<file path="src/design/rtg_video_settings.svh">
// Width, depth and reset value macros for the RTG video output stage
`ifndef RTG_VIDEO_SETTINGS_SVH
`define RTG_VIDEO_SETTINGS_SVH

////////////////////////////////////////
// Datapath widths
////////////////////////////////////////
`define RTG_CHAN_W      8       // One colour channel
`define RTG_PIX_W       16      // Stream word
`define RTG_PW_W        4       // Pixel width field, clocks per fetch - 1
`define RTG_VB_W        7       // Vblank end line field
`define RTG_CFG_DATA_W  24      // Config write data, one CLUT entry wide

// CLUT geometry
`define RTG_CLUT_DEPTH  256     // Entries
`define RTG_IDX_W       8       // Index into CLUT

// Reset values of the mode registers
`define RTG_PW_RESET    4'd0    // One clock per fetch
`define RTG_VBEND_RESET 7'd0    // No vblank extension

`endif
</file>
<file path="src/design/video_pkg.sv">
// Colour channel, stream word and CLUT entry types with 5-bit channel expansion
`include "rtg_video_settings.svh"

package video_pkg;

	typedef logic [`RTG_CHAN_W-1:0] chan_t; // One colour channel
	typedef logic [`RTG_PIX_W-1:0] pix_word_t; // Stream word
	typedef logic [3*`RTG_CHAN_W-1:0] clut_entry_t; // R, G, B from MSB down

	// Channel positions inside a CLUT entry
	localparam int CLUT_R_LSB = 2*`RTG_CHAN_W;
	localparam int CLUT_G_LSB = `RTG_CHAN_W;
	localparam int CLUT_B_LSB = 0;

	////////////////////////////////////////
	// 5-bit field to full channel
	////////////////////////////////////////
	// Top bits repeated into the bottom so full scale stays full scale
	function automatic chan_t expand5(input logic [4:0] field);
		chan_t chan;
		chan = {field, field[4:2]};
		return chan;
	endfunction

endpackage

</file>
<file path="src/design/video_mixer.sv">
// RTG or chipset colour select, output registers and OSD overlay
`timescale 1ns/100ps
`include "rtg_video_settings.svh"

module video_mixer
	import video_pkg::*;
(
	input  logic  CLK_114,
	input  logic  reset,
	input  logic  rtg_ena,
	input  logic  blank,
	input  chan_t rtg_r,
	input  chan_t rtg_g,
	input  chan_t rtg_b,
	input  chan_t chip_r,
	input  chan_t chip_g,
	input  chan_t chip_b,
	input  logic  chip_hs,
	input  logic  chip_vs,
	input  logic  chip_cs,
	input  logic  osd_window,
	input  logic  osd_pixel,
	output chan_t vga_r,
	output chan_t vga_g,
	output chan_t vga_b,
	output logic  vga_hs,
	output logic  vga_vs,
	output logic  vga_cs
);

	chan_t      red_q;
	chan_t      green_q;
	chan_t      blue_q;
	logic [1:0] osd_r; // OSD top bits
	logic [1:0] osd_g;
	logic [1:0] osd_b;

	////////////////////////////////////////
	// Output register stage
	////////////////////////////////////////
	always_ff @(posedge CLK_114) begin
		if (reset) begin
			{red_q, green_q, blue_q} <= '0;
			{vga_hs, vga_vs, vga_cs} <= 3'b000;
		end else begin
			vga_hs <= chip_hs;
			vga_vs <= chip_vs;
			vga_cs <= chip_cs;
			if (rtg_ena && !blank) begin
				{red_q, green_q, blue_q} <= {rtg_r, rtg_g, rtg_b};
			end else if (rtg_ena) begin
				{red_q, green_q, blue_q} <= '0; // RTG border is black
			end else begin
				{red_q, green_q, blue_q} <= {chip_r, chip_g, chip_b};
			end
		end
	end

	// White text on dark blue
	assign osd_r = osd_pixel ? 2'b11 : 2'b00;
	assign osd_g = osd_pixel ? 2'b11 : 2'b00;
	assign osd_b = osd_pixel ? 2'b11 : 2'b10;

	// Picture shifted down two bits shows through the OSD
	assign vga_r = osd_window ? {osd_r, red_q[`RTG_CHAN_W-1:2]} : red_q;
	assign vga_g = osd_window ? {osd_g, green_q[`RTG_CHAN_W-1:2]} : green_q;
	assign vga_b = osd_window ? {osd_b, blue_q[`RTG_CHAN_W-1:2]} : blue_q;

endmodule

</file>
<file path="config.mk">
export PLATFORM = sky130hd
export DESIGN_NAME = video_mixer
export DESIGN_NICKNAME = d
export VERILOG_FILES = /design/src/design/video_pkg.sv /design/src/design/video_mixer.sv
export VERILOG_INCLUDE_DIRS = /design/src /design/src/design
export SDC_FILE = /design/constraint.sdc
export NUM_CORES = 1
export LEC_CHECK = 0
export BUFFER_PORTS_ARGS = -buffer_cell sky130_fd_sc_hd__buf_4
export CAP_MARGIN = 0
export CORE_ASPECT_RATIO = 1.75
export CORE_MARGIN = 2
export CORE_UTILIZATION = 46
export CTS_CLUSTER_DIAMETER = 100
export DETAILED_ROUTE_END_ITERATION = 16
export PLACE_DENSITY = 0.85
export SLEW_MARGIN = 20
export SYNTH_ARGS = -nofsm -noshare
export SYNTH_HDL_FRONTEND = slang
export SYNTH_SLANG_ARGS = --single-unit
</file>
<file path="constraint.sdc">
create_clock -name CLK_114 -period 2.32 [get_ports CLK_114]
set_input_delay 0 -clock CLK_114 [delete_from_list [all_inputs] [get_ports CLK_114]]
set_output_delay 0 -clock CLK_114 [all_outputs]
set_load 0.01 [all_outputs]
</file>
Word-level counts from Yosys, hierarchy flattened. Cells that the tools add are included.

Reduce and logical (&&, ||, !) cells: 2. Mux-type cells: 11.

Operator list (number): $mux W8 (9); $mux W2 (1); $logic_and A1 B1 Y1 (1); $logic_not A1 Y1 (1); $mux W1 (1).

Flip-flop bits (word level): 27. Input port bits: 57.

Longest topological paths before layout. Gate-level depths: netlist of the first run.

Depth after elaboration: 3. Gate-level depth with buffers: 5.

Worst setup path before layout of the first run. No wires, ideal clock.

Path kind: input -> register. Start point: input reset. End point: register blue_q[5]. Slack: 1.530 ns. Buffers on the path: 3. Cell stages on the path: 5. Data required time: 2.232 ns. Arrival: 0.702 ns. Path through: buf_6 > or2_1 > buf_6 > buf_6 > o32ai_2.

RTL lines: start: declaration (line video_mixer.sv:9) `input logic reset,`; end signal: assignment (line video_mixer.sv:50) `{red_q, green_q, blue_q} <= {rtg_r, rtg_g, rtg_b};`; end signal: assignment (line video_mixer.sv:54) `{red_q, green_q, blue_q} <= {chip_r, chip_g, chip_b};`; end: declaration (line video_mixer.sv:33) `chan_t blue_q;`.

==> impl_metrics.yaml, run 1 <==
global_route:
  grt_max_degree: 49
  grt_usage_pct: 26.0
  overflow: 0
  grt_pass1_vias: 1492
  antenna_found_initial: 0
  grt_pass1_wl_um: 6760
drt:
  vias_per_cell: 5.17
  wire_per_inst_um: 15.1
  drt_iter0_drc: 40
  wl_um: 4290
  dr.pass1.iters: 4
  drc: 0
  final_antenna_net_count: 0
  routed-via-count: 1462
timing:
  worst-slew-pin-transition_ns: 0.494
  drv_slew: 0
  setup_ws_ns: 0.770
  fin_crit_sh_pct: 66.8
  fmax_ghz: 0.645
  finalSetupViolCount: 0
  finalHoldViolations: 0
  hold_ws_ns: 0.00653
  rsz0062_at_grt: "no"
  fin_crit_ns: 1.55
  tns_ns: 0
  relSlewSlack_pct: 67.0
hold_path:
  hold_path_class: "primary input to flop"
  hold_path_depth: 3
  min_to: "red_q[0]"
  worstHoldStart: "chip_r[0]"
layout:
  diodes: 0
  fin_util_pct: 81.2
  fin_cells: 283
  finalNetCount: 313
  syn_to_final_growth_pct: 69.6
  final_cell_area_um2: 2350
  drive_gt1_share_pct: 46.3
clocking:
  cts_tree: "done"
  clockRootBuffer: "clkbuf_8"
  clock_path_buffers: 2
  cts_resized: 0
  clkTransAtPathRegs_ns: 0.10
  numCtsBuffers: 3
  h-tree-depth: 1
  clock-sinks: 27
critical_path:
  cp_max_fo: 28
  startpoint: "reset"
  cp.arrival_ns: 1.72
  crit_path_end_kind: "flop"
  critPathLaunchType: "primary input"
  crit_required_ns: 2.49
  cp_slowest_cell: "dlygate4sd3_1"
  criticalPathCategory: "primary input to flop"
  crit_path_cell_trace: "buf_4 -> or2_1 -> buf_4 -> o32ai_1 -> dlygate4sd3_1"
  crit_top_cell: "buf_4"
  cpPeakStageDelay_ns: 0.58
floorplan:
  die_h_um: 76.6
  io_pins: 84
  initial_core_util_pct: 47.8
  dieArea_um2: 3480
  core_um2: 2900
  rows: 26
  dieWidth_um: 45.5
pwr:
  power_mw: 1.10
  power.leakage_nw: 1.16
  power.density_nw_per_um2: 468
  peakVddDrop_v: 0.000406
synthesis:
  yosysWarningCount: 0
  syn_inst: 147
  synth-seq-cells: 27
  synth_area_um2: 1390
  seq_area_frac_synth_pct: 39.0
  synth_cell_types: 13
  avgSynthCellArea_um2: 9.42
  syn_nets: 204
placement:
  pre_cts_ws_ns: 1.07
  dpl_cell_area_um2: 1960
  place_inst: 245
  place_congestion: 0.750
  portBuffers: 83
  dp_hpwl_um: 2610
run:
  maxCapViolations: 0
run_status:
  status: "completed"
cells in the final DEF (no fill, tap or decap):
| master | Yosys | routed |
|---|---|---|
| dfxtp_1 | 27 | 27 |
| clkinvlp_4 | 0 | 1 |
| o21ai_0 | 5 | 5 |
| or2_1 | 1 | 1 |
| clkbuf_8 | 0 | 3 |
| mux2_2 | 18 | 18 |
| or2_2 | 1 | 1 |
| o32ai_2 | 11 | 11 |
| nand2_1 | 25 | 25 |
| nor2b_1 | 3 | 3 |
| dlygate4sd3_1 | 0 | 34 |
| buf_4 | 0 | 84 |
| inv_1 | 29 | 29 |
| o32ai_1 | 13 | 13 |
logic make-up (layout without fill, tap and decap cells):
group / count (synthesis) / in the layout / share of synthesized area (%)
buf+inv: 43 / 151 / 14.4
mux: 18 / 18 / 14.6
flops: 27 / 27 / 39.0
compound gates: 29 / 29 / 22.9
simple gates: 30 / 30 / 9.03
worst max-delay path by stage:
| stage | endpoint | slack [ns] | cells past startpoint |
|---|---|---|---|
| finish | green_q[6] | 0.77 | 5 |
| global route | green_q[4] | 0.68 | 5 |
| detailed placement | green_q[7] | 1.07 | 4 |
| global placement | green_q[5] | 1.09 | 4 |
| floorplan | blue_q[5] | 1.53 | 5 |
| CTS | green_q[7] | 0.82 | 5 |
per-layer routing:
layer  wire length (um)  global-route usage (%)
met4                160                    14.7
met3                224                    4.50
met1               1490                    27.1
met5                  0                       0
met2               2420                    45.1
Yosys cell counts:
cell      count  share of area, %
inv_1        29               7.9
dfxtp_1      27                39
nand2_1      25               6.8
mux2_2       18                15
o32ai_1      13               8.2
o32ai_2      11                13
buf_2         6               2.2
o21ai_0       5               1.8
buf_6         4               3.3
clkbuf_1      4               1.1
nor2b_1       3               1.4
or2_1         1              0.45
or2_2         1              0.45
where the power goes:
group / switching, mW / internal (mW) / total (mW)
registers: 0.0118 / 0.492 / 0.503
logic: 0.126 / 0.193 / 0.319
clock network: 0.154 / 0.122 / 0.276
total: 0.292 / 0.807 / 1.10
repair_timing:
action,4_1_cts,5_1_grt
setup endpoints to repair,0,0
endpoints found under the hold margin,23,1
hold buffers,33,1
setup buffers,0,0
state kept, by name (all words and copies together), names as in the netlist:
name     count
vga_hs       1
green_q      8
vga_vs       1
vga_cs       1
blue_q       8
red_q        8
critical path, delay by kind of cell:
family                 cells  cell delay [ns]
buffers and inverters      3             1.20
and+or+nand+nor            1             0.38
AOI/OAI and AO/OA          1             0.13
layout make-up:
| class | count | area, um^2 |
|---|---|---|
| clock buffers | 3 | 41.3 |
| clock inverters | 1 | 7.51 |
| repair buffers | 118 | 971 |
| inverters | 29 | 109 |
| flip-flops and latches | 27 | 541 |
| well taps | 28 | 35.0 |
| multi-input cells | 77 | 646 |
| fillers | 170 | 546 |
Power figures use the tool's default switching activity.
==> inputs of run 2 (changes only) <==
ABC_AREA = 1   (was unset)
CORE_UTILIZATION = 42   (was 46)
PLACE_DENSITY = 0.79   (was 0.85)
clock period = 1.65 ns   (was 2.32 ns; I/O delays follow)
==> run 2 against run 1 <==
Net effect: die area rose by 6.6%; critical path depth shrank 2; clock power up 32%; final cell count is 14% higher; sequential share of layout area is 2.1 points higher; synthesized cell count grew 27%; largest power group unchanged; synthesized area decreased by 2.2%; clock-buffer cell count rose by 1; flip-flop and latch count did not move; combinational power grew 21%; via count rose by 1.8%; first-iteration DRC count shrank 10%.
==> impl_metrics.yaml, run 2 <==
synthesis:
  synthFlopType: "dfxtp_1"
  synth-seq-cells: 27
  yosys.area.top_type: "dfxtp_1"
  yosysWarningCount: 0
  synth_area_um2: 1360
  synth_cell_types: 18
  ys_top_cells_by_count: "70 x nand2_1, 27 x dfxtp_1, 24 x nand3_1"
  syn_nets: 243
  synth.area.top_cells: "dfxtp_1 40%, nand2_1 19%, nand3_1 8.9%, a21oi_2 6.5%, a21oi_1 5.2%"
  seq_area_frac_synth_pct: 39.9
  avgSynthCellArea_um2: 7.29
  syn_inst: 186
  synthArstFlopShare_pct: 0
  synth_edf_count: 0
  synth_top_area_share_pct: 39.9
  synth.most_common_cell: "nand2_1"
critical_path:
  crit_path_cell_trace: "inv_1 -> o21ai_0 -> buf_4"
  crit_required_ns: 1.65
  cp_slowest_cell: "dfxtp_1"
  crit_path_end_kind: "output pin"
  cp_max_fo: 2
  cp.arrival_ns: 0.94
  cpPeakStageDelay_ns: 0.33
  criticalPathCategory: "flop to output pin"
  critPathLaunchType: "flop"
clocking:
  clockRootBuffer: "clkbuf_8"
  clkTransAtPathRegs_ns: 0.09
  h-tree-depth: 1
  cts_tree: "done"
  clock-sinks: 27
  numCtsBuffers: 3
  clock_path_buffers: 2
placement:
  place_inst: 298
  dp_hpwl_um: 2660
  pre_cts_ws_ns: 0.874
  dpl_cell_area_um2: 1900
  place_congestion: 0.787
  portBuffers: 83
hold_path:
  hold_path_class: "primary input to flop"
  worstHoldStart: "chip_g[3]"
  hold_path_depth: 3
  min_to: "green_q[3]"
drt:
  wire_per_inst_um: 11.9
  dr.pass1.iters: 4
  drt_iter0_drc: 36
  wl_um: 3830
  drc: 0
  vias_per_cell: 4.61
  routed-via-count: 1489
  final_antenna_net_count: 0
timing:
  relSlewSlack_pct: 75.5
  fin_crit_ns: 0.935
  finalSetupViolCount: 0
  fin_crit_sh_pct: 56.7
  tns_ns: 0
  rsz0062_at_grt: "no"
  setup_ws_ns: 0.715
  worst-slew-pin-transition_ns: 0.367
  fmax_ghz: 1.07
  hold_ws_ns: 0.00553
  finalHoldViolations: 0
  drv_slew: 0
floorplan:
  die_h_um: 79.1
  initial_core_util_pct: 43.6
  core_um2: 3110
  dieWidth_um: 46.9
  dieArea_um2: 3710
  rows: 27
  io_pins: 84
layout:
  final_cell_mix: "83 x buf_4, 70 x nand2_1, 27 x dfxtp_1, 24 x nand3_1, 21 x dlygate4sd3_1"
  seq_area_um2: 541
  diodes: 0
  final_common_cell: "buf_4"
  final_cell_area_um2: 2150
  drive_gt1_share_pct: 38.9
  fin_cells: 323
  multi_input_area_um2: 639
  fill_cells: 283
  syn_to_final_growth_pct: 58.9
  finalNetCount: 338
run_status:
  status: "completed"
global_route:
  grt_pass1_vias: 1346
  overflow: 0
  antenna_found_initial: 0
  grt_pass1_wl_um: 5800
  grt_max_degree: 28
  grt_usage_pct: 21.2
pwr:
  power.leakage_nw: 1.06
  power.density_nw_per_um2: 676
  peakVddDrop_v: 0.000684
run:
  maxCapViolations: 0
-- run 2: changes by cell type after synthesis, sizes merged --
cell / previous run / this run
a21oi: 0 / 24
buf: 10 / 13
clkbuf: 4 / 1
inv: 29 / 9
mux2: 18 / 0
nand2: 25 / 80
nand3: 0 / 24
nor2: 0 / 3
nor2b: 3 / 0
o32ai: 24 / 0
or2: 2 / 0
-- run 2: worst max path at each step --
stage | from | endpoint | slack (ns) | depth (start not counted)
floorplan | green_q[7] | vga_g[5] | 1.06 | 2
global placement | osd_window | vga_g[5] | 0.89 | 4
detailed placement | osd_window | vga_r[1] | 0.87 | 5
CTS | green_q[7] | vga_g[5] | 0.72 | 3
global route | red_q[7] | vga_r[5] | 0.62 | 3
finish | green_q[7] | vga_g[5] | 0.71 | 3
-- run 2: power breakdown --
| group | total (mW) | internal (mW) | switching (mW) |
|---|---|---|---|
| registers | 0.705 | 0.689 | 0.0161 |
| logic | 0.386 | 0.214 | 0.172 |
| clock network | 0.365 | 0.173 | 0.192 |
-- run 2: logic make-up after synthesis --
family / synth area share, %
compound gates: 13.5
flops: 39.9
buf+inv: 12.9
simple gates: 33.7
-- run 2: final cells by class --
class | instances | share of cell area [%]
Clock buffer | 4 | 2.09
Inverter | 9 | 1.92
Multi-Input combinational cell | 136 | 29.7
Sequential cell | 27 | 25.1
Tap cell | 43 | 2.50
Timing Repair Buffer | 104 | 38.7
-- run 2: timing repair --
action,in CTS,in global routing
hold buffers,20,1
buffers inserted,0,0
hold endpoints to repair,20,1
resized for setup,0,0
-- run 2: critical path: cells and delay by family, from the launching register on --
kind	cells	cell delay, ns
buffers and inverters	2	0.19
AO/OA/AOI/OAI	1	0.15
flip-flops	1	0.33
-- run 2: through the flow --
step / power [mW] / util (%)
5_1_grt: 1.54 / 69.3
3_5_place_dp: 1.06 / 61.1
3_3_place_gp: 1.06 / 61.1
2_1_floorplan: 0.897 / -
6_report: 1.46 / 69.3
4_1_cts: 1.46 / 69.0
-- run 2: per-layer routing --
layer | share of wire (%) | global-route usage [%] | routed length, um
met5 | 0 | 0 | 0
met4 | 2.2 | 8.89 | 85
met3 | 4.6 | 2.50 | 175
met2 | 58 | 37.4 | 2210
met1 | 35 | 24.0 | 1350
