File: src/design/rtg_video_settings.svh
// Width, depth and reset value macros for the RTG video output stage
`ifndef RTG_VIDEO_SETTINGS_SVH
`define RTG_VIDEO_SETTINGS_SVH

////////////////////////////////////////
// Datapath widths
////////////////////////////////////////
`define RTG_CHAN_W      8       // One colour channel
`define RTG_PIX_W       16      // Stream word
`define RTG_PW_W        4       // Pixel width field, clocks per fetch - 1
`define RTG_VB_W        7       // Vblank end line field
`define RTG_CFG_DATA_W  24      // Config write data, one CLUT entry wide

// CLUT geometry
`define RTG_CLUT_DEPTH  256     // Entries
`define RTG_IDX_W       8       // Index into CLUT

// Reset values of the mode registers
`define RTG_PW_RESET    4'd0    // One clock per fetch
`define RTG_VBEND_RESET 7'd0    // No vblank extension

`endif
File: src/design/video_pkg.sv
// Colour channel, stream word and CLUT entry types with 5-bit channel expansion
`include "rtg_video_settings.svh"

package video_pkg;

	typedef logic [`RTG_CHAN_W-1:0] chan_t; // One colour channel
	typedef logic [`RTG_PIX_W-1:0] pix_word_t; // Stream word
	typedef logic [3*`RTG_CHAN_W-1:0] clut_entry_t; // R, G, B from MSB down

	// Channel positions inside a CLUT entry
	localparam int CLUT_R_LSB = 2*`RTG_CHAN_W;
	localparam int CLUT_G_LSB = `RTG_CHAN_W;
	localparam int CLUT_B_LSB = 0;

	////////////////////////////////////////
	// 5-bit field to full channel
	////////////////////////////////////////
	// Top bits repeated into the bottom so full scale stays full scale
	function automatic chan_t expand5(input logic [4:0] field);
		chan_t chan;
		chan = {field, field[4:2]};
		return chan;
	endfunction

endpackage

File: src/design/rtg_cfg_pkg.sv
// Configuration register map and colour mode types for the RTG screen
package rtg_cfg_pkg;

	////////////////////////////////////////
	// Register map of the config write port
	////////////////////////////////////////
	typedef enum logic [2:0] {
		REG_CTRL      = 3'd0, // [0] enable, [1] colour mode, [2] ext
		REG_PIXWIDTH  = 3'd1, // Clocks per fetch - 1
		REG_VBEND     = 3'd2, // Lines of vblank extension
		REG_CLUT_IDX  = 3'd3, // CLUT write pointer
		REG_CLUT_DATA = 3'd4  // Entry write, pointer auto increments
	} cfg_reg_e;

	////////////////////////////////////////
	// Colour mode of the RTG screen
	////////////////////////////////////////
	typedef enum logic {
		MODE_DIRECT = 1'b0, // 15-bit RGB, one pixel per word
		MODE_CLUT   = 1'b1  // Two 8-bit indexes per word
	} color_mode_e;

endpackage

File: src/design/rtg_pixel_decode.sv
// Stream word hold register, 15-bit colour expansion and CLUT index lookup
`timescale 1ns/100ps
`include "rtg_video_settings.svh"

module rtg_pixel_decode
	import rtg_cfg_pkg::*, video_pkg::*;
(
	input  logic                  CLK_114,
	input  logic                  reset,
	input  pix_word_t             pix_data,
	input  logic                  pix_valid,
	input  logic                  pix_ready,
	input  logic                  byte_sel,
	input  color_mode_e           color_mode,
	output logic [`RTG_IDX_W-1:0] clut_idx,
	input  clut_entry_t           clut_rgb,
	output chan_t                 rtg_r,
	output chan_t                 rtg_g,
	output chan_t                 rtg_b
);

	pix_word_t word_q; // Last accepted word
	logic      byte_sel_d;
	chan_t     direct_r;
	chan_t     direct_g;
	chan_t     direct_b;

	////////////////////////////////////////
	// Word hold
	////////////////////////////////////////
	// Kept while the source stalls so the screen repeats the pixel
	always_ff @(posedge CLK_114) begin
		if (pix_valid && pix_ready) begin
			word_q <= pix_data;
		end
	end

	always_ff @(posedge CLK_114) begin
		if (reset) begin
			byte_sel_d <= 1'b0;
		end else if (pix_valid && pix_ready) begin
			byte_sel_d <= 1'b0; // Restart on high byte of new word
		end else begin
			byte_sel_d <= byte_sel;
		end
	end

	// Indexed mode, high byte is the left pixel
	assign clut_idx = byte_sel_d ? word_q[7:0] : word_q[15:8];

	// Direct mode, x555
	assign direct_r = expand5(word_q[14:10]);
	assign direct_g = expand5(word_q[9:5]);
	assign direct_b = expand5(word_q[4:0]);

	always_comb begin
		if (color_mode == MODE_CLUT) begin
			rtg_r = clut_rgb[CLUT_R_LSB +: `RTG_CHAN_W];
			rtg_g = clut_rgb[CLUT_G_LSB +: `RTG_CHAN_W];
			rtg_b = clut_rgb[CLUT_B_LSB +: `RTG_CHAN_W];
		end else begin
			rtg_r = direct_r;
			rtg_g = direct_g;
			rtg_b = direct_b;
		end
	end

endmodule

File: config.mk
export PLATFORM = sky130hd
export DESIGN_NAME = rtg_pixel_decode
export DESIGN_NICKNAME = d
export VERILOG_FILES = /design/src/design/video_pkg.sv /design/src/design/rtg_cfg_pkg.sv /design/src/design/rtg_pixel_decode.sv
export VERILOG_INCLUDE_DIRS = /design/src /design/src/design
export SDC_FILE = /design/constraint.sdc
export NUM_CORES = 1
export LEC_CHECK = 0
export BUFFER_PORTS_ARGS = -buffer_cell sky130_fd_sc_hd__clkbuf_2
export CAP_MARGIN = 20
export CORE_ASPECT_RATIO = 0.6
export CORE_MARGIN = 1
export CORE_UTILIZATION = 34
export DETAILED_ROUTE_END_ITERATION = 10
export PLACE_DENSITY_LB_ADDON = 0.05
export SYNTH_ARGS = -nofsm -noshare
export SYNTH_HDL_FRONTEND = slang
export SYNTH_SLANG_ARGS = --single-unit
File: constraint.sdc
create_clock -name CLK_114 -period 0.9 [get_ports CLK_114]
set_input_delay 0.045 -clock CLK_114 [delete_from_list [all_inputs] [get_ports CLK_114]]
set_output_delay 0.045 -clock CLK_114 [all_outputs]
set_load 0.01 [all_outputs]
======== Word-level counts from Yosys, hierarchy flattened ========
Index checks and enable logic that the tools add are counted.
operators by class
  muxes and demuxes ....................... 4
  reductions and logical operators ........ 2
operators by type and width
  kind                number
  8-bit 2-to-1 mux    4
  2-bit OR reduction  1
  1-bit logical AND   1
word-level totals
  logic and storage cells ................. 8
  bits in registers ....................... 17
  output and inout port bits .............. 32

======== Longest topological paths before layout ========
Gate-level depths: netlist (run 1).
  depth in word-level cells ............... 2
  mapped depth ............................ 5
  depth with buffers taken out ............ 2

======== Worst setup path after synthesis (run 1) ========
No wires, ideal clock.
  path kind ............................... in2reg
  start ................................... input pix_valid
  end ..................................... register word_q[0], enable pin
  cell stages on the path ................. 1
  arrival time ............................ 503 ps
  slack ................................... 23 ps
  setup time .............................. 375 ps
  path through ............................ and2_1
between the ends
  longest elaborated chain between the ends .. 1
ends and longest elaborated chain
  what                  RTL line                text
  start, declared       rtg_pixel_decode.sv:11  input logic pix_valid,
  1-bit logical AND     rtg_pixel_decode.sv:33  if (pix_valid && pix_ready) begin
  end signal, assigned  rtg_pixel_decode.sv:34  word_q <= pix_data;
  end, declared         rtg_pixel_decode.sv:22  pix_word_t word_q;
No other way between the ends.
A chain may end at the register's enable or synchronous reset.

======== Worst setup path after layout (run 1) ========
  start ................................... register byte_sel_d
  end ..................................... output clut_idx[1]
between the ends
  longest elaborated chain between the ends .. 1
ends and longest elaborated chain
  what                    RTL line                text
  start, declared         rtg_pixel_decode.sv:23  logic byte_sel_d;
  start signal, assigned  rtg_pixel_decode.sv:44  byte_sel_d <= byte_sel;
  8-bit 2-to-1 mux        rtg_pixel_decode.sv:49  assign clut_idx = byte_sel_d ? word_q[7:0] : word_q[15:8];
  end, declared           rtg_pixel_decode.sv:15  output logic [`RTG_IDX_W-1:0] clut_idx,
No other way between the ends.

==> results of run 1 <==
==> through the flow <==
| stage | utilization [%] | power (W) | TNS [ns] | setup slack (ns) | instances |
|---|---|---|---|---|---|
| 3_5_place_dp | 53.6 | 0.00144 | -0.353 | -0.0536 | 191 |
| 5_1_grt | 65.8 | 0.00224 | -6.37 | -0.325 | 212 |
| 2_1_floorplan | - | 0.00120 | 0 | 0.0226 | 83 |
| 4_1_cts | 63.6 | 0.00209 | -4.61 | -0.295 | 212 |
| 6_report | 65.8 | 0.00211 | -4.31 | -0.287 | 212 |
| 3_3_place_gp | 53.6 | 0.00144 | -0.364 | -0.0519 | 191 |
==> cell families after synthesis <==
kind of cell,after synthesis,share of synthesized area [%]
muxes,14,18.1
DFF,17,54.7
and+or+nand+nor,47,22.4
buffers and inverters,5,4.79
==> report_power, final <==
group          internal [W]  switching [W]  total [W]  leakage [nW]
Sequential         0.000925      0.0000255   0.000951         0.159
Combinational      0.000365       0.000247   0.000612         0.677
Clock              0.000313       0.000236   0.000550        0.0228
Total               0.00160       0.000509    0.00211         0.858
==> how the worst min path moves through the flow <==
stage,startpoint,endpoint
final,byte_sel,byte_sel_d$_SDFF_PP0_
after global routing,byte_sel,byte_sel_d$_SDFF_PP0_
after CTS,byte_sel,byte_sel_d$_SDFF_PP0_
after detailed placement,reset,byte_sel_d$_SDFF_PP0_
after global placement,reset,byte_sel_d$_SDFF_PP0_
after floorplan,reset,byte_sel_d$_SDFF_PP0_
==> layout make-up <==
cell class / instances / area (µm²) / area share, %
repair buffers: 98 / 668 / 40.3
flip-flops and latches: 17 / 502 / 30.2
multi-input cells: 61 / 404 / 24.4
clock buffers: 4 / 45.0 / 2.71
well taps: 32 / 40.0 / 2.41
==> state kept, by name, indices dropped and copies added, names as in the netlist <==
signal and flops:
byte_sel_d 1, word_q 16
==> per-layer routing <==
layer / global-route usage, % / part of all wire [%]
met1: 16.6 / 40
met2: 28.3 / 51
met3: 5.71 / 8.4
met4: 3.67 / 0.58
met5: 0 / 0
==> synthesized netlist by cell type <==
cell,instances,area share [%]
nand2_1,36,15
edfxtp_1,16,53
mux2_2,12,15
nand2b_1,9,6.2
buf_6,3,3.7
buf_2,2,1.1
mux2_4,2,3.3
and2_1,1,0.68
dfxtp_1,1,2.2
nor3b_1,1,0.82
==> what timing repair did <==
item / CTS / global route
hold buffers: 17 / 0
endpoints found under the setup margin: 32 / 32
endpoints found under the hold margin: 17 / 0
resized for setup: 11 / 19
pin swaps: 0 / 1
==> results.md, run 1 <==
* CORE AREA at between 0.002 and 0.003 mm²
* Syn_nets at 129
* Total wire length at around 2200 µm
* Worst EP arrival at between 1 and 1.5 ns
* Cell Rows at 14
* Crit path to: clut_idx[1]
* Violated checks: negative setup slack
* CP cell instances: buf_6 > mux2_4 > buf_6
* Setup WS post-layout at -0.287 ns
* Startpoint Class: flip-flop
* CP Data Required Time at 0.85 ns
* Commonest non-fill, non-tap cell in the layout: clkbuf_2
* Clk pin slew, worst setup/hold paths at approximately 0.06 ns
* Cell area power density at between 1000 and 1500 mW/mm²
* Final Hold Viols at 0
* Pin count of the biggest net entering global routing at 34
* Post-route ant nets at 0
* Crit-path max FO at 4
* DR vias at a little over 900
* DR vias/cell at roughly 4.3
* Syn. warnings at 0
* Worst Setup SP: byte_sel_d$_SDFF_PP0_
* Status: complete, but fails checks
* DIE AREA at roughly 0.0029 mm²
* Max frequency at about 840 MHz
* Sequential share of the synthesized area at a little over half
* Crit path buffers/inverters at 2
* Commonest cells after routing, fill and taps aside: 67 x clkbuf_2, 36 x nand2_1, 17 x dlygate4sd3_1
* DRC viols at 0
* Routability cong. at around 0.62
* RSZ-0062 raised after global routing: yes
* Slew HR at 89.3%
* CTS sink cnt at 17
* Routed length per instance at approximately 11 µm
* Leakage at approximately 0.86 nW
* Post-Synthesis Cells at 83
* Most frequent CP cell: buf_6
* Die height at 42.2 µm
* FF+latch count, synth at 17
* Cell family with the largest share of critical-path delay: flip-flops
* Kind of critical path: flip-flop to output pin
* Setup violations, final at 32
* Post-CTS Setup Bufs at 0
* Clock period minus worst slack at about 1.2 ns
* Layout cell share with drive strength beyond 1 at a little under three fifths
* Port Buffer Count at 77
* TritonCTS clock tree: built
* HPWL Detailed at ~1500 µm
* Ratio of final minimum period to clock period at 132%
* Final Slew Violations at 0
* Netlist cell types at 10
* Synthesized area per cell at about 11 µm²
* I/O pins at a little under 80
* Antenna cells at 0
* Vias in the first global route at about 770
* Max Cap Viol at 0
* Gr usage total at approximately 16%
* Total CTS buffers at 3
* Die W at 69.0 µm
* Cell count along the critical path at 3
* Finished Cell Area at ~0.0017 mm²
* H-tree Lvls at 1
* Max stage delay cell, worst path: dfxtp_2
* Hold_ws at between 0.03 and 0.04 ns
* Cell Area, Synth at 915 µm²
* Critical Path End Type: output pin
* Clock root buffer: clkbuf_8
* Max stage delay on crit path at around 0.34 ns
* GRT overflow at 0
* Initial DRC Count at 22
* Worst Max-Slew Pin Slew at roughly 0.16 ns
* Worst VDD drop at about 0.0011 V
* Starting Density at a little over a third
* First-pass GRT wire length at 3190 µm
* Hold WC Path Type: input port to flip-flop
* Fill count at approximately 210
* CTS max path bufs at 2
* Post-DP Area at between 0.001 and 0.0015 mm²
* Nets at 227
* DRT Pass-1 Iters at 4
* Area growth syn-to-layout at 81.4%
* Hold depth at 2
* Antenna violations before repair at 0
No activity file was read; power rests on OpenSTA's default activity.
==> inputs of run 2 (changes only) <==
--- a/config.mk
+++ b/config.mk
@@ -6,13 +6,15 @@
 export SDC_FILE = /design/constraint.sdc
 export NUM_CORES = 1
 export LEC_CHECK = 0
-export BUFFER_PORTS_ARGS = -buffer_cell sky130_fd_sc_hd__clkbuf_2
+export BUFFER_PORTS_ARGS = -buffer_cell sky130_fd_sc_hd__buf_2
 export CAP_MARGIN = 20
 export CORE_ASPECT_RATIO = 0.6
 export CORE_MARGIN = 1
-export CORE_UTILIZATION = 34
+export CORE_UTILIZATION = 35
+export CTS_BUF_LIST = sky130_fd_sc_hd__clkbuf_4 sky130_fd_sc_hd__clkbuf_8
 export DETAILED_ROUTE_END_ITERATION = 10
 export PLACE_DENSITY_LB_ADDON = 0.05
 export SYNTH_ARGS = -nofsm -noshare
 export SYNTH_HDL_FRONTEND = slang
 export SYNTH_SLANG_ARGS = --single-unit
+export TNS_END_PERCENT = 10
==> results.md, run 2 (same netlist as run 1, synthesis figures left out) <==
* Antenna violations before repair at 0 (unchanged)
* TritonCTS clock tree: built
* Worst EP arrival at 1.16 ns (+0.02 ns)
* Violated checks: negative setup slack
* Reg with most FFs: word_q
* Initial DRC Count at 6 (-73%)
* Top Registers: word_q: 16 flops, byte_sel_d: 1 flops
* Clock period minus worst slack at 1.21 ns (+0.0211 ns)
* Max reg flops at 16 (unchanged)
* CTS max path bufs at 2 (unchanged)
* Port Buffer Count at 77 (unchanged)
* HPWL Detailed at 1600 µm (+6.1%)
* CTS sink cnt at 17 (unchanged)
* Nets at 228 (+0.44%)
* I/O pins at 78 (unchanged)
* Cell area power density at 1270 mW/mm² (-0.26%)
* DRC viols at 0 (unchanged)
* DRT Pass-1 Iters at 3 (-1)
* Die W at 68.0 µm (-1.4%)
* First-pass GRT wire length at 3570 µm (+12%)
* Clock root buffer: clkbuf_8
* Setup WS post-layout at -0.308 ns (-0.0211 ns)
* Worst VDD drop at 0.00110 V (+1.7%)
* Post-route core utilization at 74.8% (+9.0 points)
* Gr usage total at 17.0% (+1.5 points)
* Slew HR at 87.9% (-1.4 points)
* Fill count at 172 (-20%)
* CP Data Required Time at 0.85 ns (about the same)
* Total wire length at 2450 µm (+10%)
* Kind of critical path: flip-flop to output pin
* H-tree Lvls at 1 (unchanged)
* GRT overflow at 0 (unchanged)
* GR Layer Usage met2 at 33.5% (+5.2 points)
* Max frequency at 828 MHz (-1.7%)
* Leakage at 0.873 nW (+1.7%)
* Antenna cells at 0 (unchanged)
* Status: complete, but fails checks
* Layout cell share with drive strength beyond 1 at 55.8% (+0.80 points)
* GRT met1 Usage at 16.4% (-0.23 points)
* FF+latch area at 502 µm² (unchanged)
* Final Slew Violations at 0 (unchanged)
* Cell Rows at 13 (-1)
* Critical Path End Type: output pin
* Commonest cells after routing, fill and taps aside: 61 x buf_2, 36 x nand2_1, 17 x dlygate4sd3_1, 17 x buf_6, 16 x edfxtp_1
* Post-route ant nets at 0 (unchanged)
* CORE AREA at 0.00231 mm² (-8.4%)
* Crit-path max FO at 6 (+2)
* Startpoint Class: flip-flop
* RSZ-0062 raised after global routing: yes
* Hold WC Path Type: input port to flip-flop
* Post-CTS Setup Bufs at 0 (unchanged)
* Commonest non-fill, non-tap cell in the layout: buf_2
* Final Hold Viols at 0 (unchanged)
* Gr busiest metal: met2
* Clk pin slew, worst setup/hold paths at 0.06 ns (about the same)
* Total CTS buffers at 3 (unchanged)
* Worst Max-Slew Pin Slew at 0.180 ns (+0.0207 ns)
* Pin count of the biggest net entering global routing at 25 (-26%)
* Max Cap Viol at 0 (unchanged)
* Setup violations, final at 32 (unchanged)
* Met3 GRT Util at 6.87% (+1.2 points)
* Routed length per instance at 11.6 µm (+11%)
* Vias in the first global route at 896 (+16%)
* Total chip power at 0.00219 W (+3.8%)
* DIE AREA at 0.00283 mm² (-2.8%)
* Starting Density at 39.6% (+3.3 points)
* Multi-input logic area at 404 µm² (unchanged)
* Ratio of final minimum period to clock period at 134% (+2.3 points)
* DR vias at 958 (+4.1%)
* DR vias/cell at 4.54 (+4.6%)
* Die height at 41.6 µm (-1.4%)
* Area growth syn-to-layout at 88.8%
* Routability cong. at 0.653 (+5.7%)
## run 2: changes by cell type in the layout (fill, tap and decap cells not counted)
| cell | before | now |
|---|---|---|
| clkbuf_2 | 67 | 0 |
| clkbuf_4 | 0 | 1 |
| buf_6 | 10 | 17 |
| buf_2 | 2 | 61 |
| clkbuf_1 | 1 | 0 |
| buf_4 | 0 | 1 |
| buf_12 | 2 | 3 |
## run 2: final timing paths
path / from / to / slack [ns] / depth (start not counted)
setup / recovery: byte_sel_d$_SDFF_PP0_ / clut_idx[6] / -0.31 / 3
hold / removal: byte_sel / byte_sel_d$_SDFF_PP0_ / 0.06 / 2
## run 2: layout make-up
cell class                 instances  share of cell area, %
timing repair buffer              99                   42.5
tap                               30                   2.17
sequential                        17                   29.1
clock buffer                       4                   2.83
multi-input combinational         61                   23.4
## run 2: repair_timing
item	in CTS	in global routing
gates resized for setup	20	7
endpoints found under the hold margin	17	0
pin swaps	0	15
cloned	0	0
endpoints found under the setup margin	32	32
hold buffers	17	0
## run 2: critical path, stage by stage (launching register included)
cell and delay, ns:
dfxtp_2 0.36, buf_12 0.13, mux2_4 0.30, buf_6 0.12
## run 2: where the power goes
group,internal (W),total (W),switching (W)
logic,0.000407,0.000660,0.000253
clock network,0.000343,0.000578,0.000234
registers,0.000925,0.000954,0.0000288
## run 2: layer usage
metal / routed length (µm) / share of wire (%)
met5: 0 / 0
met3: 231 / 9.4
met1: 866 / 35
met4: 18 / 0.73
met2: 1340 / 55
## run 2: stage by stage
step | setup TNS (ns) | hold WS [ns] | setup slack [ns] | instances | area (µm²)
floorplan | 0 | 0.121 | 0.0226 | 83 | 915
global placement | -0.663 | 0.214 | -0.0874 | 190 | 1370
detailed placement | -0.744 | 0.216 | -0.0978 | 190 | 1370
CTS | -4.91 | 0.0478 | -0.318 | 211 | 1690
global route | -6.51 | 0.0431 | -0.347 | 211 | 1730
finish | -4.79 | 0.0562 | -0.308 | 211 | 1730
