===== config.mk =====
export PLATFORM = sky130hd
export DESIGN_NAME = rtg_blank_gen
export DESIGN_NICKNAME = d
export VERILOG_FILES = /design/src/design/rtg_blank_gen.sv
export VERILOG_INCLUDE_DIRS = /design/src /design/src/design
export SDC_FILE = /design/constraint.sdc
export NUM_CORES = 1
export LEC_CHECK = 0
export ABC_CLOCK_PERIOD_IN_PS = 2100
export BUFFER_PORTS_ARGS = -buffer_cell sky130_fd_sc_hd__buf_4
export CORE_AREA = 2 2 41 43
export CTS_CLUSTER_DIAMETER = 40
export CTS_CLUSTER_SIZE = 12
export DETAILED_ROUTE_END_ITERATION = 8
export DIE_AREA = 0 0 43 45
export PLACE_DENSITY_LB_ADDON = 0.08
export SLEW_MARGIN = 20
export SYNTH_ARGS = -nofsm -noshare
export SYNTH_HDL_FRONTEND = slang
export SYNTH_SLANG_ARGS = --single-unit

===== constraint.sdc =====
create_clock -name CLK_114 -period 2.1 [get_ports CLK_114]
set_clock_uncertainty 0.1 [all_clocks]
set_input_delay 0.21 -clock CLK_114 [delete_from_list [all_inputs] [get_ports CLK_114]]
set_output_delay 0.21 -clock CLK_114 [all_outputs]
set_load 0.01 [all_outputs]

===== src/design/rtg_video_settings.svh =====
// Width, depth and reset value macros for the RTG video output stage
`ifndef RTG_VIDEO_SETTINGS_SVH
`define RTG_VIDEO_SETTINGS_SVH

////////////////////////////////////////
// Datapath widths
////////////////////////////////////////
`define RTG_CHAN_W      8       // One colour channel
`define RTG_PIX_W       16      // Stream word
`define RTG_PW_W        4       // Pixel width field, clocks per fetch - 1
`define RTG_VB_W        7       // Vblank end line field
`define RTG_CFG_DATA_W  24      // Config write data, one CLUT entry wide

// CLUT geometry
`define RTG_CLUT_DEPTH  256     // Entries
`define RTG_IDX_W       8       // Index into CLUT

// Reset values of the mode registers
`define RTG_PW_RESET    4'd0    // One clock per fetch
`define RTG_VBEND_RESET 7'd0    // No vblank extension

`endif

===== src/design/rtg_blank_gen.sv =====
// Vblank extension counter, combined blank with delayed copy, stream rewind
`timescale 1ns/100ps
`include "rtg_video_settings.svh"

module rtg_blank_gen (
	input  logic                 CLK_114,
	input  logic                 reset,
	input  logic                 rtg_ena,
	input  logic                 vblank,
	input  logic                 hblank,
	input  logic                 chip_hs,
	input  logic [`RTG_VB_W-1:0] vbend,
	output logic                 blank,
	output logic                 blank_d,
	output logic                 stream_rewind
);

	logic                 hs_d; // Previous hsync
	logic                 hs_rise;
	logic                 rtg_vblank; // Extended vertical blank
	logic [`RTG_VB_W-1:0] line_cnt; // Lines since chipset vblank

	assign hs_rise = chip_hs & ~hs_d;

	////////////////////////////////////////
	// Line counter after chipset vblank
	////////////////////////////////////////
	// The chipset vblank ends too early for RTG screens, so stretch it
	always_ff @(posedge CLK_114) begin
		if (reset) begin
			hs_d       <= 1'b0;
			rtg_vblank <= 1'b0;
			line_cnt   <= '0;
			blank_d    <= 1'b0;
		end else begin
			hs_d    <= chip_hs;
			blank_d <= blank; // For the ext fetch
			if (vblank) begin
				rtg_vblank <= 1'b1;
				line_cnt   <= '0;
			end else if (line_cnt == vbend) begin
				rtg_vblank <= 1'b0; // End line reached
			end else if (hs_rise) begin
				line_cnt <= line_cnt + 1'b1;
			end
		end
	end

	assign blank = rtg_vblank | hblank;
	assign stream_rewind = vblank & rtg_ena; // Restart at frame base

endmodule


# Word level (Yosys, flattened, before mapping)

Index checks and enable logic that the tools add are counted.

Input bits: 13
Word-level logic and storage cells: 16
Flip-flop bits (word level): 10
Output and inout port bits: 3

Add/subtract/negate cells: 1
Reduce and logical (&&, ||, !) cells: 3
Multiplexer cells: 2
Equality and inequality tests: 1
Bitwise operators: 5

Operators by type and width:

| kind                  | count |
|---|---|
| $add A7 B1 Y7 const B | 1 |
| $eq A7 B7 Y1          | 1 |
| $and A1 B1 Y1         | 2 |
| $mux W1               | 2 |
| $not A1 Y1            | 2 |
| $reduce_and A2 Y1     | 1 |
| $reduce_bool A2 Y1    | 1 |
| $reduce_or A2 Y1      | 1 |
| $or A1 B1 Y1          | 1 |

# Depth between registers and ports, before layout

Gate-level depths: netlist of run 1.

Word-level depth: 3
Depth in mapped cells: 5

# Worst setup path after synthesis of run 1

OpenSTA, ideal clock, no wires.

Kind: register -> register
From: register line_cnt[3]
To: register line_cnt[0]
Data arrival time: 1.329 ns
Data required time: 1.881 ns
Stages on the path, launching flop included: 5
Slack: 0.552 ns
Path through: dfxtp_1 > xor2_1 > or4_1 > o21a_1 > mux2i_1

Word-level cells in the longest chain between the ends: 3

RTL lines:

| what                        | line                | text |
|---|---|---|
| start: declaration          | rtg_blank_gen.sv:21 | `` logic [`RTG_VB_W-1:0] line_cnt; `` |
| start signal: assignment    | rtg_blank_gen.sv:44 | `line_cnt <= line_cnt + 1'b1;` |
| $eq A7 B7 Y1                | rtg_blank_gen.sv:41 | `end else if (line_cnt == vbend) begin` |
| $not A1 Y1 (no line)        | n/a                 |  |
| $reduce_and A2 Y1 (no line) | n/a                 |  |

Every way passes these cells.
A chain may end at the register's enable or synchronous reset.

# Worst setup path after layout of run 1

From: register line_cnt[3]
To: register line_cnt[1]

Same word-level chain as after synthesis.

==> summary.md, run 1 <==
| Metric | Value |
|---|---|
| Setup TNS | `0 ns` |
| Synth Area in Compound Gates | `0.0749` |
| # setup viols final | `0` |
| Mux contribution to synthesized area | `0.123` |
| Fillcell total | `151` |
| Post-Synth XOR/XNOR Area | `0.108` |
| Drt initial violations | `6` |
| FMAX | `605 MHz` |
| RSZ-0062 raised after global routing | `no` |
| Share of cells above drive strength 1 | `0.267` |
| Pre-CTS WS | `0.480 ns` |
| VDD IR max | `0.241 mV` |
| CP max FO | `6` |
| Pwr/cell area | `586 nW/um^2` |
| Die W | `43 um` |
| Hold Violations, Final | `0` |
| Tot GR Track Use | `0.152` |
| Clock insertion delay at the later pin of the skew report | `0.26 ns` |
| Mapped Area | `568 um^2` |
| Resized cells post-CTS | `0` |
| Area growth syn-to-layout | `31.1%` |
| Syn_nets | `80` |
| Yosys reg bits | `10` |
| Root buf cell | `clkbuf_4` |
| Worst-margin pin slew | `0.581 ns` |
| Setup WS post-layout | `0.448 ns` |
| Worst Setup End Kind | `flop` |
| Core area | `1470 um^2` |
| Post-route cell area | `744 um^2` |
| Drt pass-1 iters | `4` |
| CTS sink cnt | `10` |
| CTS tree | `built` |
| Synth warn | `0` |
| CTS hold repair buffers | `0` |
| Lkg Pwr | `0.326 nW` |
| Minimum clock period | `1.65 ns` |
| Post-Place Cell Area | `708 um^2` |
| Commonest cells after routing, fill and taps aside | `buf_4 (16), dfxtp_1 (10), nand2_1 (9)` |
| Sequential share of the synthesized area | `0.352` |
| Mapped Cells | `66` |
| Global route total overflow | `0` |
| Most common cell after layout, fill and taps aside | `buf_4` |
| Syn Area/Cell | `8.61 um^2` |
| Std cell rows | `14` |
| Post-synthesis cell type count | `21` |
| Slew Limit Headroom | `0.611` |
| Number of diodes | `0` |
| Adder-Cell Fraction of Synth Area | `0.0220` |
| RePlAce Congestion | `0.772` |
| Hold crit path type | `primary input to flop` |
| DP Wirelength | `967 um` |
| Largest net degree at the start of global routing | `11` |
| Fin. max-slew vios | `0` |
| Simple-gate share of the synthesized area | `0.313` |
| Crit path kind | `flop to flop` |
| DIE AREA | `1940 um^2` |
| Max Cap Violations | `0` |
| Main combinational cell family by area after synthesis | `simple AND/OR/NAND/NOR gates` |
| Num CTS Buffers | `3` |
| Avg WL per Cell | `12.8 um` |
| CP Data Required Time | `2.16 ns` |
| Initial antenna violation count | `0` |
| Routed Antenna Nets | `0` |
| CTS Buffer Depth | `2` |
| Worst Path Arrival | `1.71 ns` |
| Initial Util | `0.386` |
| # IOs | `16` |
| Total Nets Final | `101` |
| Htree depth | `1` |
| Final Cycle Share | `0.787` |
| Residual DRC count | `0` |
| Global-route wire length before repair | `2170 um` |
| Reg clk slew, reported paths | `0.07 ns` |
| Vias in the first global route | `485` |
| Final WL | `1300 um` |
| Crit start category | `flop` |
| Status | `completed` |
| Total number of vias | `513` |
| DIE HEIGHT | `45 um` |
| Total power | `0.436 mW` |
| Post-CTS setup repair buffer count | `0` |
| Via density | `5.03` |
| Port bufs | `15` |
[layer usage]
layer / up-vias / GRT usage / share of wire
li1: 277 / - / -
met1: 221 / 0.199 / 0.50
met2: 13 / 0.239 / 0.43
met3: 2 / 0.0360 / 0.064
met4: 0 / 0.0727 / 0.0069
met5: - / 0 / 0
[report_power, final]
group / leakage (nW) / switching, mW / internal (mW) / total [mW]
Clock: 0.0210 / 0.0722 / 0.105 / 0.177
Combinational: 0.223 / 0.0282 / 0.0333 / 0.0615
Sequential: 0.0816 / 0.00308 / 0.194 / 0.197
[final timing paths]
path	start	to	slack (ns)	cells after the start
min	reset	blank_d	0.08	2
min reg2reg	line_cnt[6]	line_cnt[6]	0.39	2
max reg2reg	line_cnt[3]	line_cnt[1]	0.45	4
max	line_cnt[3]	line_cnt[1]	0.45	4
[cell usage after synthesis]
cell type  instances  share of area
and3_1             1          0.011
or3_1              6          0.066
nand2_1            9          0.059
or4_1              1          0.013
inv_1              1         0.0066
dfxtp_1           10           0.35
and2_1             1          0.011
xor2_1             7           0.11
nor4_1             1          0.011
nor2b_1            4          0.044
a21oi_1            6          0.053
o21ai_0            1         0.0088
mux2i_1            7           0.12
o21a_1             1          0.013
or2_2              2          0.022
nor3_1             1         0.0088
nor2_1             1         0.0066
nand3b_1           1          0.013
nand4_1            3          0.033
ha_1               1          0.022
or3_2              1          0.013
[registers in the layout, indices dropped and copies added (netlist names)]
| register | flops |
|---|---|
| rtg_vblank | 1 |
| blank_d | 1 |
| line_cnt | 7 |
| hs_d | 1 |
[cell type report]
cell class              instances  area, um^2  area share
well taps                      16        20.0      0.0269
inverters                       1        3.75     0.00504
clock buffers                   4        36.3      0.0487
flip-flops and latches         10         200       0.269
multi-input cells              55         364       0.489
repair buffers                 16         120       0.161
[per-stage QoR]
stage	hold slack (ns)	instances	util
after floorplan	0.179	66	-
after global placement	0.357	98	0.481
after detailed placement	0.360	98	0.481
after CTS	0.0727	102	0.506
after global routing	0.0717	102	0.506
final	0.0831	102	0.506
[cell families after synthesis]
kind of cell | after synthesis
AND/OR/NAND/NOR | 32
flip-flops | 10
AO/OA/AOI/OAI | 8
XOR/XNOR | 7
multiplexers | 7
buffers and inverters | 1
adder cells (fa/ha/maj) | 1
[worst max-delay path: stages, from the launching register on]
cell,delay (ns)
dfxtp_1,0.37
xor2_1,0.20
or4_1,0.54
o21a_1,0.22
mux2i_1,0.12
Power figures use the tool's default switching activity.
==> run 2: changes to the inputs <==
- ABC_AREA: unset -> 1
- ABC_CLOCK_PERIOD_IN_PS: 2100 -> 1480
- CORE_AREA: 2 2 41 43 -> 2 2 44 46
- DIE_AREA: 0 0 43 45 -> 0 0 46 48
- clock period: 2.1 -> 1.48 ns (I/O delays scaled with it)
==> summary.md, run 2 <==
| Metric | Value |
|---|---|
| RSZ-0062 raised after global routing | `no` |
| Sequential share of the synthesized area | `0.310` |
| Routed Antenna Nets | `0` |
| Most common cell after layout, fill and taps aside | `nand2_1` |
| Syn Area/Cell | `6.09 um^2` |
| Hold crit path type | `primary input to flop` |
| Worst-margin pin slew | `0.521 ns` |
| Most used cell, CP | `nand2_1` |
| Post-synthesis cell type count | `16` |
| Crit path cell chain | `inv_1 > nand2_1 > nand2_1 > nand3_2 > inv_2 > nand3_4 > a21oi_1 > nor2_1` |
| Synth area leader | `dfxtp_1` |
| Non-filler cells, final | `143` |
| DP Wirelength | `1080 um` |
| CP Data Required Time | `1.54 ns` |
| EDFF count, synth | `0` |
| Final WL | `1340 um` |
| Mapped Cells | `106` |
| Largest net degree at the start of global routing | `10` |
| Commonest cells after routing, fill and taps aside | `nand2_1 (33), nor2_1 (20), inv_1 (18)` |
| CP max FO | `9` |
| Top cells by area, synth | `dfxtp_1 (31%), nand2_1 (19%), nor2_1 (12%)` |
| Reg with most FFs | `line_cnt` |
| Pwr/cell area | `766 nW/um^2` |
| Max FFs per register | `7` |
| Global-route wire length before repair | `2200 um` |
| Status | `completed` |
| Hold Violations, Final | `0` |
| Tot GR Track Use | `0.142` |
| Main synth FF type | `dfxtp_1` |
| Initial Util | `0.382` |
| Num CTS Buffers | `3` |
| VDD IR max | `0.370 mV` |
| Largest stage delay on the critical path | `0.36 ns` |
| Htree depth | `1` |
| DIE AREA | `2210 um^2` |
| CTS Buffer Depth | `2` |
| Share of cells above drive strength 1 | `0.278` |
| Clock insertion delay at the later pin of the skew report | `0.26 ns` |
| Syn_nets | `120` |
| Via density | `4.60` |
| Setup WS post-layout | `0.138 ns` |
| Setup TNS | `0 ns` |
| # setup viols final | `0` |
| Worst Path Arrival | `1.40 ns` |
| # IOs | `16` |
| Number of diodes | `0` |
| Vias in the first global route | `530` |
| Reg clk slew, reported paths | `0.07 ns` |
| Slew Limit Headroom | `0.652` |
| Port bufs | `15` |
| Root buf cell | `clkbuf_4` |
| Minimum clock period | `1.34 ns` |
| Final Cycle Share | `0.907` |
| Drt pass-1 iters | `4` |
| Placed cell count | `138` |
| Pre-CTS WS | `0.0593 ns` |
| Count leader, synth | `nand2_1` |
| Die W | `46 um` |
| Residual DRC count | `0` |
| Crit path kind | `flop to flop` |
| FMAX | `745 MHz` |
| DIE HEIGHT | `48 um` |
| Total number of vias | `658` |
| Synth warn | `0` |
| Drt initial violations | `21` |
| Global route total overflow | `0` |
| Ys async rst share | `0` |
| RePlAce Congestion | `0.725` |
| Mapped Area | `646 um^2` |
| Yosys top cell area share | `0.310` |
| Core area | `1690 um^2` |
| Commonest cells in the netlist | `nand2_1 (33), nor2_1 (20), inv_1 (18), dfxtp_1 (10), nand3_1 (6)` |
| CTS sink cnt | `10` |
| Std cell rows | `15` |
| Avg WL per Cell | `9.40 um` |
| Crit start category | `flop` |
| Lkg Pwr | `0.421 nW` |
| Area growth syn-to-layout | `29.7%` |
| CTS tree | `built` |
| Total Nets Final | `141` |
| Yosys reg bits | `10` |
| Initial antenna violation count | `0` |
| Max Cap Violations | `0` |
| Worst Setup End Kind | `flop` |
| Fin. max-slew vios | `0` |
| CP max stage cell | `dfxtp_1` |
## run 2: changes by cell type after synthesis, moves of 3 or more
cell     before  now
or3_1         6    0
nand2_1       9   33
inv_1         1   18
nand3_1       0    6
nand4_1       3    0
mux2i_1       7    0
nor2b_1       4    0
nor2_1        1   20
xor2_1        7    1
## run 2: final cells by class
class	instances	area [um^2]
Clock buffer	4	36.3
Fill cell	183	852
Inverter	20	75.1
Multi-Input combinational cell	76	375
Sequential cell	10	206
Tap cell	17	21.3
Timing Repair Buffer	16	123
## run 2: cells by family after synthesis
kind of cell,synth area share
AOI/OAI and AO/OA,0.0736
buffers and inverters,0.116
DFF,0.310
adders and majority gates,0.0194
xor gates and xnor gates,0.0136
and+or+nand+nor,0.467
## run 2: critical path: cells and delay by family (launching register included)
family	cells	cell delay, ns
buf+inv	2	0.20
flops	1	0.36
simple gates	5	0.42
compound gates	1	0.16
## run 2: stage by stage
stage               hold WS, ns  power [mW]  utilization  instance area [um^2]
floorplan                 0.117       0.352            -                   646
global placement          0.239       0.395        0.461                   779
detailed placement        0.237       0.398        0.461                   779
CTS                     0.00144       0.648        0.489                   826
global route             0.0201       0.675        0.496                   837
finish                  0.00263       0.641        0.496                   837
## run 2: final timing paths
kind	start	endpoint	slack, ns	depth (start not counted)
worst max-delay path	line_cnt[3]	line_cnt[3]	0.14	8
worst min-delay path	chip_hs	hs_d	0.003	3
worst max register to register	line_cnt[3]	line_cnt[3]	0.14	8
worst min register to register	rtg_vblank	blank_d	0.37	2
## run 2: per-layer routing
layer,track usage,part of all wire
met1,0.185,0.47
met5,0,0
met2,0.236,0.48
met4,0.0514,0.0089
met3,0.0226,0.044
## run 2: what timing repair did
action,in CTS,in global routing
hold buffers,1,0
endpoints found under the hold margin,3,0
setup endpoints to repair,0,7
setup buffers,0,0
resized for setup,0,6
## run 2: where the power goes
part / switching, mW / total (mW) / leakage (nW) / internal [mW]
logic: 0.0558 / 0.108 / 0.316 / 0.0527
clock network: 0.0980 / 0.247 / 0.0210 / 0.149
registers: 0.00679 / 0.285 / 0.0841 / 0.278
==> run 3: changes to the inputs <==
- BUFFER_PORTS_ARGS: -buffer_cell sky130_fd_sc_hd__buf_4 -> -buffer_cell sky130_fd_sc_hd__buf_2
==> summary.md, run 3 (synthesized netlist as in run 2, its figures left out) <==
| Metric | Value |
|---|---|
| Sw Share | `0.263` |
| Clock insertion delay at the later pin of the skew report | `0.27 ns` |
| FF-to-FF Start | `line_cnt[1]` |
| FMAX | `724 MHz` |
| Most used cell, CP | `nand2_1` |
| Worst Setup End Kind | `flop` |
| Share of power burned in combinational logic | `0.160` |
| Pwr/cell area | `767 nW/um^2` |
| CP Data Required Time | `1.55 ns` |
| Critical path startpoint | `line_cnt[1]` |
| VDD IR max | `0.342 mV` |
| Initial Util | `0.382` |
| Utilization after layout | `0.493` |
| Reg clk slew, reported paths | `0.07 ns` |
| Net Sw Power | `0.168 mW` |
| CP bufs+invs | `0` |
| Largest stage delay on the critical path | `0.38 ns` |
| Minimum clock period | `1.38 ns` |
| Crit path capture | `line_cnt[6]` |
| CP max FO | `5` |
| Share of cells above drive strength 1 | `0.281` |
| Lkg Pwr | `0.415 nW` |
| Status | `completed` |
| Initial antenna violation count | `0` |
| Family with the most delay on the worst path | `simple AND/OR/NAND/NOR gates` |
| Post-CTS setup repair buffer count | `0` |
| Tot GR Track Use | `0.144` |
| R2R depth | `8` |
| Residual DRC count | `0` |
| Final Cycle Share | `0.933` |
| Drt pass-1 iters | `2` |
| Core area | `1690 um^2` |
| Crit path cell chain | `ha_4 > nand2_1 > nor2_1 > nand2_1 > nor3_2 > nand3_1 > nand2_1 > nor2_1` |
| Avg WL per Cell | `9.01 um` |
| DIE HEIGHT | `48 um` |
| Flop2flop setup slack | `0.1 ns` |
| Internal power | `0.471 mW` |
| Number of diodes | `0` |
| CTS tree | `built` |
| Final WL | `1310 um` |
| Placed cell count | `139` |
| Hold crit path type | `primary input to flop` |
| Min Hold Slack | `0.00505 ns` |
| Total number of vias | `661` |
| CTS Buffer Depth | `2` |
| Vias in the first global route | `547` |
| Most common cell after layout, fill and taps aside | `nand2_1` |
| Htree depth | `1` |
| R2r endpoint | `line_cnt[6]` |
| Drt initial violations | `8` |
| CTS sink cnt | `10` |
| Global-route wire length before repair | `2240 um` |
| Area growth syn-to-layout | `29.1%` |
| # setup viols final | `0` |
| Largest net degree at the start of global routing | `10` |
| # IOs | `16` |
| Num CTS Buffers | `3` |
| CP max stage cell | `dfxtp_4` |
| Part of the power in registers | `0.443` |
| Max Cap Violations | `0` |
| Clock power share | `0.398` |
| Port bufs | `15` |
| Levels on crit path | `8` |
| DP Wirelength | `1050 um` |
| Die W | `46 um` |
| Slew Limit Headroom | `0.676` |
| Total Nets Final | `143` |
| Worst-margin pin slew | `0.484 ns` |
| Crit path kind | `flop to flop` |
| RePlAce Congestion | `0.732` |
| Non-filler cells, final | `145` |
| Fin. max-slew vios | `0` |
| Commonest cells after routing, fill and taps aside | `nand2_1 (33), nor2_1 (20), inv_1 (18)` |
| Crit start category | `flop` |
| Max FFs per register | `7` |
| Std cell rows | `15` |
| Via density | `4.56` |
| DIE AREA | `2210 um^2` |
| Routed Antenna Nets | `0` |
| Worst Path Arrival | `1.45 ns` |
| Root buf cell | `clkbuf_4` |
| Global route total overflow | `0` |
| Reg with most FFs | `line_cnt` |
| Hold Violations, Final | `0` |
[run 3: cell types whose count changed in the layout (fill, tap and decap cells not counted)]
cell,change
buf_2,+15
buf_4,-14
dfxtp_1,+1
dfxtp_2,-3
dfxtp_4,+2
dlygate4sd3_1,+1
ha_1,-1
ha_4,+1
[run 3: how the worst min path moves through the flow]
stage	cells past startpoint	slack, ns	end	from
floorplan	1	0.12	blank_d	reset
global placement	2	0.26	blank_d	reset
detailed placement	2	0.26	blank_d	reset
CTS	3	0.01	rtg_vblank	vblank
global route	3	0.04	rtg_vblank	vblank
finish	3	0.005	rtg_vblank	vblank
[run 3: power groups by stage]
stage	sequential [mW]	combinational (mW)	clock [mW]
6_report	0.283	0.102	0.254
2_1_floorplan	0.290	0.0618	0
4_1_cts	0.283	0.102	0.257
5_1_grt	0.284	0.117	0.272
3_5_place_dp	0.290	0.0982	0
3_3_place_gp	0.289	0.0964	0
[run 3: final cells by class]
class                           instances  area (um^2)
Fill cell                             189          856
Timing Repair Buffer                   18          103
Clock buffer                            4         36.3
Inverter                               20         75.1
Sequential cell                        10          210
Multi-Input combinational cell         76          388
Tap cell                               17         21.3
[run 3: metrics by stage]
step | power [mW] | area (um^2) | setup WS, ns | TNS (ns)
finish | 0.639 | 833 | 0.0997 | 0
global route | 0.673 | 833 | -0.0332 | -0.0332
CTS | 0.642 | 806 | 0.0373 | 0
detailed placement | 0.388 | 749 | 0.0642 | 0
global placement | 0.386 | 749 | 0.110 | 0
floorplan | 0.352 | 646 | 0.161 | 0
[run 3: worst min-delay path: stages]
cell and delay [ns]:
buf_2 0.09, a21oi_1 0.04, nor2_1 0.06
[run 3: per-layer routing]
metal	global-route usage	wire, um	part of all wire
met2	0.242	578	0.44
met4	0.0686	22	0.017
met1	0.180	663	0.51
met3	0.0226	43	0.033
met5	0	0	0
[run 3: timing repair]
item	in CTS	in global routing
endpoints found under the setup margin	0	4
resized for setup	0	9
hold buffers	2	0
hold endpoints to repair	3	0
